==> src/rtl/fetch_pkg.sv <==
// Shared widths and constants of the fetch stage
// Fixed 32-bit words, no compressed instructions, so the PC always steps by one word
`default_nettype none

package fetch_pkg;

    // Byte address, used for targets, instruction address and PC
    typedef logic [31:0] addr_t;

    // Word address, bits 31:2 of a byte address
    typedef logic [29:0] word_addr_t;

    // Instruction word as returned by memory
    typedef logic [31:0] instr_t;

    // addi x0, x0, 0
    // Issued after reset and flush
    localparam instr_t NOP_INSTR = 32'h0000_0013;

    // PC step per issued instruction
    localparam logic [2:0] WORD_BYTES = 3'd4;

endpackage

`default_nettype wire

==> src/rtl/fetch_addr_gen.sv <==
// Stage 1 of the fetch path, next-address selection and instruction address register
// A redirect loads its target even while enable_i is low; ctx switch wins over jump
// START_ADDRESS is word aligned here whatever its low bits are
`default_nettype none

module fetch_addr_gen #(
    parameter fetch_pkg::addr_t START_ADDRESS = 32'h0000_0000
) (
    input  wire logic             clk,
    input  wire logic             reset_n,
    input  wire logic             sys_reset_i,
    input  wire logic             enable_i,
    input  wire logic             jump_i,
    input  wire fetch_pkg::addr_t jump_target_i,
    input  wire logic             ctx_switch_i,
    input  wire fetch_pkg::addr_t ctx_switch_target_i,
    output logic                  redirect_o,
    output fetch_pkg::addr_t      instruction_address_o
);

    localparam fetch_pkg::addr_t START_ALIGNED = {START_ADDRESS[31:2], 2'b00};

    fetch_pkg::word_addr_t cur_word;
    fetch_pkg::word_addr_t advance_word;
    fetch_pkg::word_addr_t next_word;

    ////////////////////////////////////////////////////////////
    // Next address selection
    ////////////////////////////////////////////////////////////

    assign redirect_o   = jump_i || ctx_switch_i;
    assign cur_word     = instruction_address_o[31:2];
    assign advance_word = cur_word + fetch_pkg::word_addr_t'(1);

    always_comb begin
        if (ctx_switch_i) begin
            next_word = ctx_switch_target_i[31:2];
        end else if (jump_i) begin
            next_word = jump_target_i[31:2];
        end else begin
            next_word = advance_word;
        end
    end

    ////////////////////////////////////////////////////////////
    // Instruction address register
    ////////////////////////////////////////////////////////////

    always_ff @(posedge clk or negedge reset_n) begin
        if (!reset_n) begin
            instruction_address_o <= START_ALIGNED;
        end else if (sys_reset_i) begin
            instruction_address_o <= START_ALIGNED;
        end else if (redirect_o || enable_i) begin
            // Low bits always cleared, only whole words are fetched
            instruction_address_o <= {next_word, 2'b00};
        end
    end

endmodule

`default_nettype wire

==> src/rtl/fetch_redirect.sv <==
// Stage 2 of the fetch path that tracks why and where the fetch redirected
// Reset and sys_reset_i count as a redirect to START_ADDRESS
// jumping_o stays high until the first word of the new stream is issued
`default_nettype none

module fetch_redirect #(
    parameter fetch_pkg::addr_t START_ADDRESS = 32'h0000_0000
) (
    input  wire logic             clk,
    input  wire logic             reset_n,
    input  wire logic             sys_reset_i,
    input  wire logic             enable_i,
    input  wire logic             redirect_i,
    input  wire logic             jump_i,
    input  wire fetch_pkg::addr_t jump_target_i,
    input  wire logic             ctx_switch_i,
    input  wire fetch_pkg::addr_t ctx_switch_target_i,
    output logic                  pc_load_o,
    output fetch_pkg::addr_t      pc_target_o,
    output logic                  jumping_o
);

    localparam int OFFSET_BITS = $clog2(fetch_pkg::WORD_BYTES);

    typedef enum logic [1:0] {
        NONE,
        CTX_SWITCH,
        JUMP
    } redirect_reason_t;

    redirect_reason_t      reason;
    redirect_reason_t      reason_r;
    fetch_pkg::word_addr_t ctx_target_r;
    fetch_pkg::word_addr_t jump_target_r;
    fetch_pkg::word_addr_t target_sel;
    fetch_pkg::word_addr_t target_r;
    logic                  jumped_r;

    ////////////////////////////////////////////////////////////
    // Reason and target capture
    ////////////////////////////////////////////////////////////

    always_comb begin
        if (ctx_switch_i) begin
            reason = CTX_SWITCH;
        end else if (jump_i) begin
            reason = JUMP;
        end else begin
            reason = NONE;
        end
    end

    always_ff @(posedge clk or negedge reset_n) begin
        if (!reset_n) begin
            reason_r      <= NONE;
            ctx_target_r  <= START_ADDRESS[31:OFFSET_BITS];
            jump_target_r <= START_ADDRESS[31:OFFSET_BITS];
        end else if (sys_reset_i) begin
            // NONE selects the jump target, which now points at the start
            reason_r      <= NONE;
            jump_target_r <= START_ADDRESS[31:OFFSET_BITS];
        end else begin
            // Reason kept from the last redirect until the next one
            if (reason != NONE) begin
                reason_r <= reason;
            end
            if (ctx_switch_i) begin
                ctx_target_r <= ctx_switch_target_i[31:OFFSET_BITS];
            end
            if (jump_i) begin
                jump_target_r <= jump_target_i[31:OFFSET_BITS];
            end
        end
    end

    assign target_sel = (reason_r == CTX_SWITCH) ? ctx_target_r : jump_target_r;

    // Held until the new stream reaches the PC register
    always_ff @(posedge clk or negedge reset_n) begin
        if (!reset_n) begin
            target_r <= START_ADDRESS[31:OFFSET_BITS];
        end else if (jumped_r) begin
            target_r <= target_sel;
        end
    end

    assign pc_target_o = {target_r, {OFFSET_BITS{1'b0}}};

    ////////////////////////////////////////////////////////////
    // Flag pipeline
    ////////////////////////////////////////////////////////////

    always_ff @(posedge clk or negedge reset_n) begin
        if (!reset_n) begin
            jumped_r  <= 1'b1;
            pc_load_o <= 1'b1;
            jumping_o <= 1'b1;
        end else if (sys_reset_i) begin
            jumped_r  <= 1'b1;
            pc_load_o <= 1'b1;
            jumping_o <= 1'b1;
        end else begin
            if (redirect_i) begin
                jumped_r <= 1'b1;
            end else if (enable_i) begin
                jumped_r <= 1'b0;
            end

            // Marks the first issue of the redirected stream
            if (enable_i) begin
                pc_load_o <= jumped_r;
            end

            if (redirect_i || jumped_r) begin
                jumping_o <= 1'b1;
            end else if (enable_i) begin
                jumping_o <= 1'b0;
            end
        end
    end

endmodule

`default_nettype wire

==> src/rtl/fetch_issue.sv <==
// Stage 3 of the fetch path, captures the memory word and issues it with its PC
// Memory returns the word one cycle after the address; a word arriving on the
// first stalled cycle is held until the stage resumes
`default_nettype none

module fetch_issue #(
    parameter fetch_pkg::addr_t START_ADDRESS = 32'h0000_0000
) (
    input  wire logic              clk,
    input  wire logic              reset_n,
    input  wire logic              sys_reset_i,
    input  wire logic              enable_i,
    input  wire fetch_pkg::instr_t instruction_data_i,
    input  wire logic              pc_load_i,
    input  wire fetch_pkg::addr_t  pc_target_i,
    output fetch_pkg::instr_t      instruction_o,
    output fetch_pkg::addr_t       pc_o
);

    localparam fetch_pkg::addr_t PC_STEP = fetch_pkg::addr_t'(fetch_pkg::WORD_BYTES);

    logic              enable_r;
    fetch_pkg::instr_t idata_held;
    fetch_pkg::instr_t idata_sel;
    fetch_pkg::addr_t  pc_next;

    ////////////////////////////////////////////////////////////
    // Held data path
    ////////////////////////////////////////////////////////////

    always_ff @(posedge clk or negedge reset_n) begin
        if (!reset_n) begin
            enable_r <= 1'b0;
        end else begin
            enable_r <= enable_i;
        end
    end

    // Word on the bus when the stall starts
    always_ff @(posedge clk or negedge reset_n) begin
        if (!reset_n) begin
            idata_held <= fetch_pkg::NOP_INSTR;
        end else if (sys_reset_i) begin
            idata_held <= fetch_pkg::NOP_INSTR;
        end else if (!enable_i && enable_r) begin
            idata_held <= instruction_data_i;
        end
    end

    // After a stall the live bus no longer carries the pending word
    assign idata_sel = enable_r ? instruction_data_i : idata_held;

    ////////////////////////////////////////////////////////////
    // Instruction and PC registers
    ////////////////////////////////////////////////////////////

    always_ff @(posedge clk or negedge reset_n) begin
        if (!reset_n) begin
            instruction_o <= fetch_pkg::NOP_INSTR;
        end else if (sys_reset_i) begin
            instruction_o <= fetch_pkg::NOP_INSTR;
        end else if (enable_i) begin
            instruction_o <= idata_sel;
        end
    end

    assign pc_next = pc_load_i ? pc_target_i : pc_o + PC_STEP;

    always_ff @(posedge clk or negedge reset_n) begin
        if (!reset_n) begin
            pc_o <= START_ADDRESS;
        end else if (sys_reset_i) begin
            pc_o <= START_ADDRESS;
        end else if (enable_i) begin
            pc_o <= pc_next;
        end
    end

endmodule

`default_nettype wire

==> src/rtl/fetch_top.sv <==
// Instruction fetch, three stages joined by plain wires
// Synchronous memory with one cycle of read latency, stalled by enable_i low
`default_nettype none

module fetch_top #(
    parameter fetch_pkg::addr_t START_ADDRESS = 32'h0000_0000
) (
    input  wire logic              clk,
    input  wire logic              reset_n,
    input  wire logic              sys_reset_i,
    input  wire logic              enable_i,
    input  wire logic              jump_i,
    input  wire fetch_pkg::addr_t  jump_target_i,
    input  wire logic              ctx_switch_i,
    input  wire fetch_pkg::addr_t  ctx_switch_target_i,
    input  wire fetch_pkg::instr_t instruction_data_i,
    output fetch_pkg::addr_t       instruction_address_o,
    output logic                   jumping_o,
    output fetch_pkg::instr_t      instruction_o,
    output fetch_pkg::addr_t       pc_o
);

    logic             redirect;
    logic             pc_load;
    fetch_pkg::addr_t pc_target;

    fetch_addr_gen #(
        .START_ADDRESS(START_ADDRESS)
    ) u_addr_gen (
        .clk                  (clk),
        .reset_n              (reset_n),
        .sys_reset_i          (sys_reset_i),
        .enable_i             (enable_i),
        .jump_i               (jump_i),
        .jump_target_i        (jump_target_i),
        .ctx_switch_i         (ctx_switch_i),
        .ctx_switch_target_i  (ctx_switch_target_i),
        .redirect_o           (redirect),
        .instruction_address_o(instruction_address_o)
    );

    fetch_redirect #(
        .START_ADDRESS(START_ADDRESS)
    ) u_redirect (
        .clk                (clk),
        .reset_n            (reset_n),
        .sys_reset_i        (sys_reset_i),
        .enable_i           (enable_i),
        .redirect_i         (redirect),
        .jump_i             (jump_i),
        .jump_target_i      (jump_target_i),
        .ctx_switch_i       (ctx_switch_i),
        .ctx_switch_target_i(ctx_switch_target_i),
        .pc_load_o          (pc_load),
        .pc_target_o        (pc_target),
        .jumping_o          (jumping_o)
    );

    fetch_issue #(
        .START_ADDRESS(START_ADDRESS)
    ) u_issue (
        .clk               (clk),
        .reset_n           (reset_n),
        .sys_reset_i       (sys_reset_i),
        .enable_i          (enable_i),
        .instruction_data_i(instruction_data_i),
        .pc_load_i         (pc_load),
        .pc_target_i       (pc_target),
        .instruction_o     (instruction_o),
        .pc_o              (pc_o)
    );

endmodule

`default_nettype wire

==> config.mk <==
export PLATFORM = sky130hd
export DESIGN_NAME = fetch_top
export DESIGN_NICKNAME = d
export VERILOG_FILES = /design/src/rtl/fetch_pkg.sv /design/src/rtl/fetch_addr_gen.sv /design/src/rtl/fetch_redirect.sv /design/src/rtl/fetch_issue.sv /design/src/rtl/fetch_top.sv
export SDC_FILE = /design/constraint.sdc
export NUM_CORES = 1
export LEC_CHECK = 0
export BUFFER_PORTS_ARGS = -buffer_cell sky130_fd_sc_hd__buf_2
export CAP_MARGIN = 10
export CORE_ASPECT_RATIO = 0.75
export CORE_UTILIZATION = 50
export DETAILED_ROUTE_END_ITERATION = 16
export PLACE_DENSITY = 0.73
export SLEW_MARGIN = 20
export SYNTH_ARGS = -nofsm -noshare
export SYNTH_HDL_FRONTEND = slang
export SYNTH_SLANG_ARGS = --single-unit
==> constraint.sdc <==
create_clock -name clk -period 2.6 [get_ports clk]
set_clock_uncertainty 0.1 [all_clocks]
set_input_delay 0.65 -clock clk [delete_from_list [all_inputs] [get_ports clk]]
set_output_delay 0.65 -clock clk [all_outputs]
set_load 0.05 [all_outputs]
* After elaboration in Yosys (flattened, before gate mapping)
Cells that the tools add are included.
** Word-level totals
- Logic and storage cells :: 56
- Register bits after elaboration :: 224
- Output and inout port bits :: 97
- Input port bits :: 102
** Cells by class
- Multiplexer cells :: 26
- $add $sub $neg :: 2
- Equality and inequality tests :: 1
- Bitwise operators :: 1
- Reductions and logical operators :: 14
** Operators with widths (number)
- $mux 32 :: 10
- $mux 30 :: 5
- $add 32x3->32 const B :: 1
- $add 30x1->30 const B :: 1
- $reduce_bool 2->1 :: 6
- $mux 2 :: 4
- $mux 1 :: 7
- $reduce_bool 3->1 :: 2
- $logic_or 1x1->1 :: 3
- $eq 2x1->1 const B :: 1
- $reduce_and 2->1 :: 1
- $logic_and 1x1->1 :: 1
- $logic_not 1->1 :: 1
- $not 1->1 :: 1

* Logic depth before layout (Yosys ltp)
Gate-level depths: netlist of run 1.
- Word-level depth :: 5
- Gate-level depth with buffers :: 8
- Depth with buffers taken out :: 6

* Cells and area by module
A second synthesis of run 1 with hierarchy kept.
** Unflattened totals
- Cell total of the unflattened synthesis :: 1206
- Area, all modules :: 11579.9 µm²
** By module, submodules not included
- fetch_issue :: area each 5033.6 µm², cells each 551, times used 1
- fetch_redirect :: area each 4189.0 µm², cells each 352, times used 1
- fetch_addr_gen :: area each 2357.3 µm², cells each 303, times used 1

* Worst setup path after synthesis of run 1
OpenSTA, ideal clock, no wires.
- Path kind :: reg2reg
- Start point :: reg u_addr_gen.instruction_address_o[14]
- End point :: reg u_addr_gen.instruction_address_o[27]
- Period minus slack after synthesis :: 2266 ps
- Required time :: 2376 ps
- Slack :: 334 ps
- Library setup time :: 124 ps
- Arrival time :: 2042 ps
- Stages on the path, launching flop included :: 7
- Cell sequence :: dfrtp_1 -> buf_4 -> nand4_1 -> nor4_4 -> and4_1 -> o21ai_0 -> a211o_1
** On the way
- Longest elaborated chain between the ends :: 5
** Ends and longest elaborated chain
- start, declared :: RTL line fetch_addr_gen.sv:18 : output fetch_pkg::addr_t instruction_address_o
- start signal, assigned :: RTL line fetch_addr_gen.sv:56 : instruction_address_o <= {next_word, 2'b00};
- $add 30x1->30 :: RTL line fetch_addr_gen.sv:33 : assign advance_word = cur_word + fetch_pkg::word_addr_t'(1);
- $mux 30 :: RTL line fetch_addr_gen.sv:38 : end else if (jump_i) begin
- $mux 30 :: RTL line fetch_addr_gen.sv:36 : if (ctx_switch_i) begin
- $mux 32 :: RTL line fetch_addr_gen.sv:54 : end else if (redirect_o || enable_i) begin
- $mux 32 :: RTL line fetch_addr_gen.sv:52 : end else if (sys_reset_i) begin
Every way passes these cells. The select of a mux whose other input is x is not followed.
A chain may end at the register's enable or synchronous reset.

* Worst setup path in the final report of run 1
- Start point :: reg u_addr_gen.instruction_address_o[2]
- End point :: reg u_addr_gen.instruction_address_o[16]
The elaborated chain is that of the path after synthesis.

==> results of run 1 <==
state kept, by name, indices dropped and copies added, names as in the netlist:
| name | cells |
|---|---|
| u_addr_gen.instruction_address_o | 30 |
| u_issue.enable_r | 1 |
| u_redirect.jump_target_r | 30 |
| u_redirect.target_r | 30 |
| u_redirect.reason_r | 2 |
| u_issue.instruction_o | 32 |
| u_issue.idata_held | 32 |
| u_redirect.ctx_target_r | 30 |
| u_redirect.jumped_r | 1 |
| u_redirect.pc_load_o | 1 |
| u_issue.pc_o | 30 |
| u_redirect.jumping_o | 1 |
cell families after synthesis:
family / after synthesis / share of synthesized area
and+or+nand+nor: 477 / 0.199
AOI/OAI and AO/OA: 285 / 0.161
DFF: 220 / 0.499
buffers and inverters: 101 / 0.0412
muxes: 96 / 0.0868
xor gates and xnor gates: 14 / 0.0111
adders and majority gates: 2 / 0.00226
other: 1 / 0.000339
power groups by stage:
stage / logic [W] / clock network (W) / registers [W]
after CTS: 0.00144 / 0.00362 / 0.00391
final: 0.00143 / 0.00357 / 0.00392
after global routing: 0.00156 / 0.00374 / 0.00395
after detailed placement: 0.00144 / 0 / 0.00397
after global placement: 0.00141 / 0 / 0.00396
after floorplan: 0.000637 / 0 / 0.00425
per-layer routing:
metal,share of wire,wire length (um),track usage,up-vias
met4,0.021,642,0.0666,0
met2,0.44,13600,0.402,393
met1,0.46,14200,0.398,4813
met3,0.080,2470,0.0558,54
li1,-,-,-,4574
met5,0,0,0,-
final cells by class:
type	instances	area, um2
Clock inverter	9	134
Timing Repair Buffer	235	1370
Multi-Input combinational cell	878	5120
Clock buffer	32	689
Sequential cell	220	5520
Fill cell	1884	8180
Inverter	11	41.3
Tap cell	288	360
worst reg2reg max path, stage by stage, from the launching register on:
cell and delay [ps]:
dfrtp_1 460, ha_1 250, nand3_1 260, nor4_4 620, nand3_1 180, xor2_1 170
o2111ai_1 190
per-stage QoR:
step | power, W | utilization | cell area, um2
after detailed placement | 0.00541 | 0.579 | 12400
after global placement | 0.00538 | 0.579 | 12400
after global routing | 0.00925 | 0.618 | 13200
final | 0.00892 | 0.618 | 13200
after floorplan | 0.00489 | - | 11100
after CTS | 0.00897 | 0.618 | 13200
synth_stat cells, types with 4 or more instances:
cell type,instances,area share
xor2_1,9,0.0071
dfstp_2,9,0.021
clkbuf_1,54,0.018
nor4_4,5,0.0096
o211ai_1,8,0.0054
and4_1,4,0.0032
a211oi_1,36,0.024
a31oi_1,10,0.0057
buf_1,16,0.0054
nand2_1,219,0.074
o21ai_0,33,0.015
o22ai_1,4,0.0023
buf_2,10,0.0045
or2_2,4,0.0023
buf_4,5,0.0034
nor3_1,11,0.0050
inv_1,10,0.0034
and3_1,14,0.0079
dfrtp_1,211,0.48
nor2_1,130,0.044
nor4_1,4,0.0023
a21oi_1,127,0.057
nand3_1,23,0.010
nand3b_1,5,0.0034
o22a_1,8,0.0063
nand4_1,21,0.012
xnor2_1,5,0.0040
o221ai_1,8,0.0063
mux2i_1,96,0.087
a22oi_1,14,0.0095
nor2b_1,20,0.011
o31ai_1,6,0.0041
path summary, 6_finish.rpt:
path	slack [ps]	cells after the start	to
setup / recovery	300	6	u_addr_gen.instruction_address_o[16]
hold / removal	-3	1	u_issue.instruction_o[5]
setup reg to reg	300	6	u_addr_gen.instruction_address_o[16]
hold reg to reg	370	2	u_redirect.ctx_target_r[14]
max in group asynchronous	1620	2	u_addr_gen.instruction_address_o[12]
min in group clk	260	3	u_redirect.ctx_target_r[24]
==> tab_implementation.tex, run 1 <==
\begin{tabular}{lr}
\hline
Metric & Value \\
\hline
\multicolumn{2}{l}{\textbf{Setup path}} \\
\quad Biggest fanout along the worst timing path & 9 \\
\quad Required time of the critical path & 2920 ps \\
\quad Data arrival time at the worst-slack endpoint & 2620 ps \\
\quad CP delay by family, top & simple AND/OR/NAND/NOR gates \\
\quad Combined buffer and inverter count along the critical path & 0 \\
\quad Reg-to-Reg Start & u\_addr\_gen.instruction\_address\_o[2] \\
\quad Worst path cell trace & ha\_1 -> nand3\_1 -> nor4\_4 -> nand3\_1 -> xor2\_1 -> o2111ai\_1 \\
\quad Critical Path Source Type & register \\
\quad Cell repeated most along the worst path & nand3\_1 \\
\quad Slowest cell on the critical path & nor4\_4 \\
\quad Nature of the critical path endpoint & register \\
\quad Worst setup path startpoint & u\_addr\_gen.instruction\_address\_o[2] \\
\quad Crit path largest cell delay & 620 ps \\
\quad Critical path class & reg -> reg \\
\multicolumn{2}{l}{\textbf{STA}} \\
\quad Setup repair after global routing missed its margin & no \\
\quad Relative slew margins & 0.423 \\
\quad Fin crit share & 0.883 \\
\quad Maximum clock rate & 436 MHz \\
\quad Final TNS setup & 0 ps \\
\quad Smallest hold slack & -2.66 ps \\
\quad Number of failing setup endpoints in the final timing report & 0 \\
\quad Actual slew at the worst max-slew pin & 866 ps \\
\quad Final min period & 2300 ps \\
\quad Max Transition Viols Final & 0 \\
\quad Post-route worst setup slack & 304 ps \\
\quad Final hold violation count & 1 \\
\multicolumn{2}{l}{\textbf{Yosys}} \\
\quad Dominant register cell in the synthesized netlist & dfrtp\_1 \\
\quad Synth Warn \# & 0 \\
\quad Count of unique library cells instantiated by Yosys & 68 \\
\quad Number of flops mapped to enable cells by yosys & 0 \\
\quad Post-synthesis area per instance & 9.25 um2 \\
\quad Async S/R FF share, synth & 1.00 \\
\quad Cell area after synthesis & 11,100 um2 \\
\quad Gate count after technology mapping & 1,196 \\
\quad Number of synthesized register bits & 220 \\
\quad Register area share after synthesis & 0.499 \\
\multicolumn{2}{l}{\textbf{Floorplan}} \\
\quad Core outline area & 21,400 um2 \\
\quad Die height & 131 um \\
\quad Die Span X & 174 um \\
\quad Ports placed on the boundary & 199 \\
\quad Std-Cell Rows & 46 \\
\quad Full die area & 22,700 um2 \\
\quad Initial core utilization & 0.517 \\
\multicolumn{2}{l}{\textbf{Power and ir drop}} \\
\quad Gate power share & 0.161 \\
\quad Clock group share of total power & 0.400 \\
\quad Power per cell area & 674 nW/um2 \\
\quad Max VDD drop & 0.000537 V \\
\quad Net switching power & 0.00262 W \\
\quad Switching fraction of total power & 0.293 \\
\quad Internal Dissipation & 0.00630 W \\
\quad Fraction of power consumed by sequential logic & 0.439 \\
\quad Leakage power total & 6.47 nW \\
\multicolumn{2}{l}{\textbf{Finish}} \\
\quad Leading cell type in the layout, fill and taps excluded & nand2\_1 \\
\quad Most used cells in the layout excluding fill and tap cells & nand2\_1 (219), dfrtp\_1 (210), buf\_2 (187), nor2\_1 (129), a21oi\_1 (127) \\
\quad Antenna Cells & 0 \\
\quad Share of post-route cells with drive strength above 1 & 0.222 \\
\quad Number of nets at the end of the flow & 1,473 \\
\quad Final instance count without filler cells & 1,673 \\
\quad Area growth syn-to-layout & 19.5\% \\
\multicolumn{2}{l}{\textbf{Clocking}} \\
\quad H-tree level count & 1 \\
\quad Clock Sinks & 220 \\
\quad Max Buffers Root-to-Sink & 3 \\
\quad Hold-fix buffer count after cts & 0 \\
\quad Source-to-sink clock delay at the later pin of the worst-skew pair & 510 ps \\
\quad Clock tree root driver cell & clkbuf\_16 \\
\quad Number of buffers inserted during clock tree synthesis & 23 \\
\quad TritonCTS clock tree & yes \\
\quad Post-CTS sizing & 0 \\
\quad Buffer count from post-CTS setup fixing & 0 \\
\quad Worst-path clk slew & 70 ps \\
\multicolumn{2}{l}{\textbf{GRT}} \\
\quad Initial antenna violation count & 0 \\
\quad Overall global routing resource usage & 0.268 \\
\quad Largest net degree at the start of global routing & 79 \\
\quad Number of global-route vias before repair & 9,272 \\
\quad Wire length of the first global-routing pass & 49,000 um \\
\quad Sum of overflow across all layers after global routing & 0 \\
\multicolumn{2}{l}{\textbf{Placed design}} \\
\quad IO buf count & 190 \\
\quad Post-detailed-placement half-perimeter wirelength & 21,300 um \\
\quad Placed Cells incl. Taps & 1,632 \\
\quad RePlAce Congestion & 0.972 \\
\quad Setup WS pre-CTS & 352 ps \\
\multicolumn{2}{l}{\textbf{Route}} \\
\quad Drt pass-1 iters & 5 \\
\quad Number of antenna-violating nets in the routed design & 0 \\
\quad Violation count after the first detailed-route iteration & 885 \\
\quad Drt via density & 5.88 \\
\quad Routed wirelength normalized by instance count & 18.5 um \\
\quad DRC violations left & 0 \\
\quad Routed wire length & 30,900 um \\
\quad Number of vias after detailed routing & 9,834 \\
\multicolumn{2}{l}{\textbf{Outcome}} \\
\quad Result of the run & complete, but fails checks \\
\quad Failing checks & hold timing \\
\multicolumn{2}{l}{\textbf{Run}} \\
\quad MaxCap Viol Count & 0 \\
\multicolumn{2}{l}{\textbf{Hold path}} \\
\quad Worst min-delay path category & in -> async \\
\hline
\end{tabular}
(Power assumes the default switching activity.)
==> run 2: changes to the inputs <==
--- a/config.mk
+++ b/config.mk
@@ -11,7 +11,8 @@
 export CORE_UTILIZATION = 50
 export DETAILED_ROUTE_END_ITERATION = 16
 export PLACE_DENSITY = 0.73
-export SLEW_MARGIN = 20
+export REMOVE_ABC_BUFFERS = 1
+export SLEW_MARGIN = 40
 export SYNTH_ARGS = -nofsm -noshare
 export SYNTH_HDL_FRONTEND = slang
 export SYNTH_SLANG_ARGS = --single-unit
==> run 2 against run 1 <==
The run now ends clean. Sequential power is essentially flat. Setup slack better by 47 ps. Total power fell by 0.75%. Critical path depth did not move. Non-clock buffer count rose by 6. Combinational power is essentially flat. Critical endpoint is now u_addr_gen.instruction_address_o[18]. Largest power group unchanged.
==> tab_implementation.tex, run 2 (synthesized netlist as in run 1, its figures left out) <==
\begin{tabular}{lr}
\hline
Metric & Value \\
\hline
\multicolumn{2}{l}{\textbf{Outcome}} \\
\quad Result of the run & finished, final reports clean (was complete, but fails checks) \\
\multicolumn{2}{l}{\textbf{STA}} \\
\quad Post-route worst setup slack & 351 ps (was 304 ps) \\
\quad Actual slew at the worst max-slew pin & 713 ps (was 866 ps) \\
\quad Maximum clock rate & 445 MHz (was 436 MHz) \\
\quad Relative slew margins & 0.520 (was 0.423) \\
\quad Max Transition Viols Final & 0 (unchanged) \\
\quad Number of failing setup endpoints in the final timing report & 0 (unchanged) \\
\quad Final min period & 2250 ps (was 2300 ps) \\
\quad Smallest hold slack & 263 ps (was -2.66 ps) \\
\quad Fin crit share & 0.865 (was 0.883) \\
\quad Setup repair after global routing missed its margin & no (unchanged) \\
\quad Final hold violation count & 0 (was 1) \\
\multicolumn{2}{l}{\textbf{Setup path}} \\
\quad Data arrival time at the worst-slack endpoint & 2530 ps (was 2620 ps) \\
\quad Critical path class & reg -> reg (unchanged) \\
\quad Worst path cell trace & ha\_1 -> nand3\_1 -> nor4\_4 -> a21boi\_0 -> nor3\_1 -> o211ai\_1 (was ha\_1 -> nand3\_1 -> nor4\_4 -> nand3\_1 -> xor2\_1 -> o2111ai\_1) \\
\quad Crit path largest cell delay & 600 ps (was 620 ps) \\
\quad Nature of the critical path endpoint & register (unchanged) \\
\quad Required time of the critical path & 2880 ps (was 2920 ps) \\
\quad Slowest cell on the critical path & nor4\_4 (unchanged) \\
\quad CP delay by family, top & simple AND/OR/NAND/NOR gates (unchanged) \\
\quad Critical Path Source Type & register (unchanged) \\
\quad Combined buffer and inverter count along the critical path & 0 (unchanged) \\
\quad Biggest fanout along the worst timing path & 9 (unchanged) \\
\quad Reg-to-reg setup timing slack & 350 ps (was 300 ps) \\
\multicolumn{2}{l}{\textbf{Finish}} \\
\quad Number of nets at the end of the flow & 1,479 (was 1,473) \\
\quad Most used cells in the layout excluding fill and tap cells & nand2\_1 (219), dfrtp\_1 (210), buf\_2 (187), nor2\_1 (129), a21oi\_1 (127) (unchanged) \\
\quad Largest registers & u\_issue.idata\_held: 32 flops, u\_issue.instruction\_o: 32 flops (unchanged) \\
\quad Share of post-route cells with drive strength above 1 & 0.225 (was 0.222) \\
\quad Fill cell instance count of the final layout & 1,875 (was 1,884) \\
\quad Area growth syn-to-layout & 20.0\% (was 19.5\%) \\
\quad Antenna Cells & 0 (unchanged) \\
\quad Final instance count without filler cells & 1,679 (was 1,673) \\
\quad Leading cell type in the layout, fill and taps excluded & nand2\_1 (unchanged) \\
\multicolumn{2}{l}{\textbf{Route}} \\
\quad Violation count after the first detailed-route iteration & 986 (was 885) \\
\quad Routed wire length & 30,500 um (was 30,900 um) \\
\quad Number of vias after detailed routing & 9,739 (was 9,834) \\
\quad Routed wirelength normalized by instance count & 18.1 um (was 18.5 um) \\
\quad Drt pass-1 iters & 5 (unchanged) \\
\quad Number of antenna-violating nets in the routed design & 0 (unchanged) \\
\quad Drt via density & 5.80 (was 5.88) \\
\quad DRC violations left & 0 (unchanged) \\
\multicolumn{2}{l}{\textbf{Floorplan}} \\
\quad Initial core utilization & 0.517 (unchanged) \\
\quad Die Span X & 174 um (unchanged) \\
\quad Ports placed on the boundary & 199 (unchanged) \\
\quad Die height & 131 um (unchanged) \\
\quad Core outline area & 21,400 um2 (unchanged) \\
\quad Std-Cell Rows & 46 (unchanged) \\
\quad Full die area & 22,700 um2 (unchanged) \\
\multicolumn{2}{l}{\textbf{Run}} \\
\quad MaxCap Viol Count & 0 (unchanged) \\
\multicolumn{2}{l}{\textbf{Placed design}} \\
\quad Placed Cells incl. Taps & 1,637 (was 1,632) \\
\quad IO buf count & 190 (unchanged) \\
\quad Setup WS pre-CTS & 301 ps (was 352 ps) \\
\quad Post-detailed-placement half-perimeter wirelength & 21,700 um (was 21,300 um) \\
\quad RePlAce Congestion & 0.997 (was 0.972) \\
\multicolumn{2}{l}{\textbf{GRT}} \\
\quad Wire length of the first global-routing pass & 49,100 um (was 49,000 um) \\
\quad Largest net degree at the start of global routing & 69 (was 79) \\
\quad Sum of overflow across all layers after global routing & 0 (unchanged) \\
\quad Number of global-route vias before repair & 9,211 (was 9,272) \\
\quad Overall global routing resource usage & 0.270 (was 0.268) \\
\quad Initial antenna violation count & 1 (was 0) \\
\multicolumn{2}{l}{\textbf{Power and ir drop}} \\
\quad Leakage power total & 6.50 nW (was 6.47 nW) \\
\quad Max VDD drop & 0.000616 V (was 0.000537 V) \\
\quad Power per cell area & 667 nW/um2 (was 674 nW/um2) \\
\multicolumn{2}{l}{\textbf{Hold path}} \\
\quad Worst min-delay path category & in -> reg (was in -> async) \\
\multicolumn{2}{l}{\textbf{Clocking}} \\
\quad Clock Sinks & 220 (unchanged) \\
\quad Worst-path clk slew & 60 ps (was 70 ps) \\
\quad TritonCTS clock tree & yes (unchanged) \\
\quad Max Buffers Root-to-Sink & 3 (unchanged) \\
\quad H-tree level count & 1 (unchanged) \\
\quad Number of buffers inserted during clock tree synthesis & 23 (unchanged) \\
\quad Clock tree root driver cell & clkbuf\_16 (unchanged) \\
\quad Post-CTS sizing & 0 (unchanged) \\
\quad Source-to-sink clock delay at the later pin of the worst-skew pair & 500 ps (was 510 ps) \\
\quad Buffer count from post-CTS setup fixing & 0 (unchanged) \\
\hline
\end{tabular}
[run 2: cell count changes in the layout (fill, tap and decap cells not counted), sizes merged]
cell	before	now
clkbuf	32	28
buf	235	240
inv	12	11
dlygate4sd3	0	1
clkinv	4	7
bufinv	3	4
clkinvlp	1	2
[run 2: layer usage]
layer	global-route usage	routed length [um]	vias up
met1	0.399	14000	4729
met3	0.0477	2440	61
met5	0	11	-
met2	0.415	13400	382
met4	0.0599	593	2
li1	-	-	4565
[run 2: final cells by class]
type | count | area, um2 | area share
inverter | 11 | 41.3 | 0.00311
sequential | 220 | 5520 | 0.416
timing repair buffer | 241 | 1430 | 0.107
clock buffer | 28 | 634 | 0.0478
multi-input combinational | 878 | 5120 | 0.386
clock inverter | 13 | 174 | 0.0131
tap | 288 | 360 | 0.0271
[run 2: worst reg2reg max path: cells and delay by family (launching register included)]
kind / cells / cell delay, ps
AOI/OAI and AO/OA: 2 / 290
adders and majority gates: 1 / 240
and+or+nand+nor: 3 / 1020
DFF: 1 / 470
[run 2: where the power goes]
group / internal [W] / switching, W / leakage (nW) / total [W]
registers: 0.00369 / 0.000224 / 2.86 / 0.00391
logic: 0.000462 / 0.000977 / 3.24 / 0.00144
clock network: 0.00214 / 0.00136 / 0.398 / 0.00350
total: 0.00629 / 0.00256 / 6.50 / 0.00885
[run 2: path summary, 6_finish.rpt]
| kind | startpoint | endpoint | depth (start not counted) |
|---|---|---|---|
| max | u_addr_gen.instruction_address_o[2] | u_addr_gen.instruction_address_o[18] | 6 |
| min | ctx_switch_target_i[5] | u_redirect.ctx_target_r[3] | 3 |
| max reg2reg | u_addr_gen.instruction_address_o[2] | u_addr_gen.instruction_address_o[18] | 6 |
| min reg2reg | u_redirect.ctx_target_r[6] | u_redirect.ctx_target_r[6] | 2 |
| max in group asynchronous | reset_n | u_redirect.jumped_r | 3 |
| min in group asynchronous | reset_n | u_issue.instruction_o[29] | 2 |
[run 2: stage by stage]
stage	power, W	cell area (um2)	utilization	TNS [ps]
after floorplan	0.00479	10700	-	-23880
after global placement	0.00538	12500	0.582	0
after detailed placement	0.00541	12500	0.582	0
after CTS	0.00891	13300	0.620	0
after global routing	0.00920	13300	0.620	0
final	0.00885	13300	0.620	0
[run 2: timing repair]
item | CTS | global route
hold buffers | 1 | 0
hold endpoints to repair | 33 | 0
setup endpoints to repair | 0 | 0
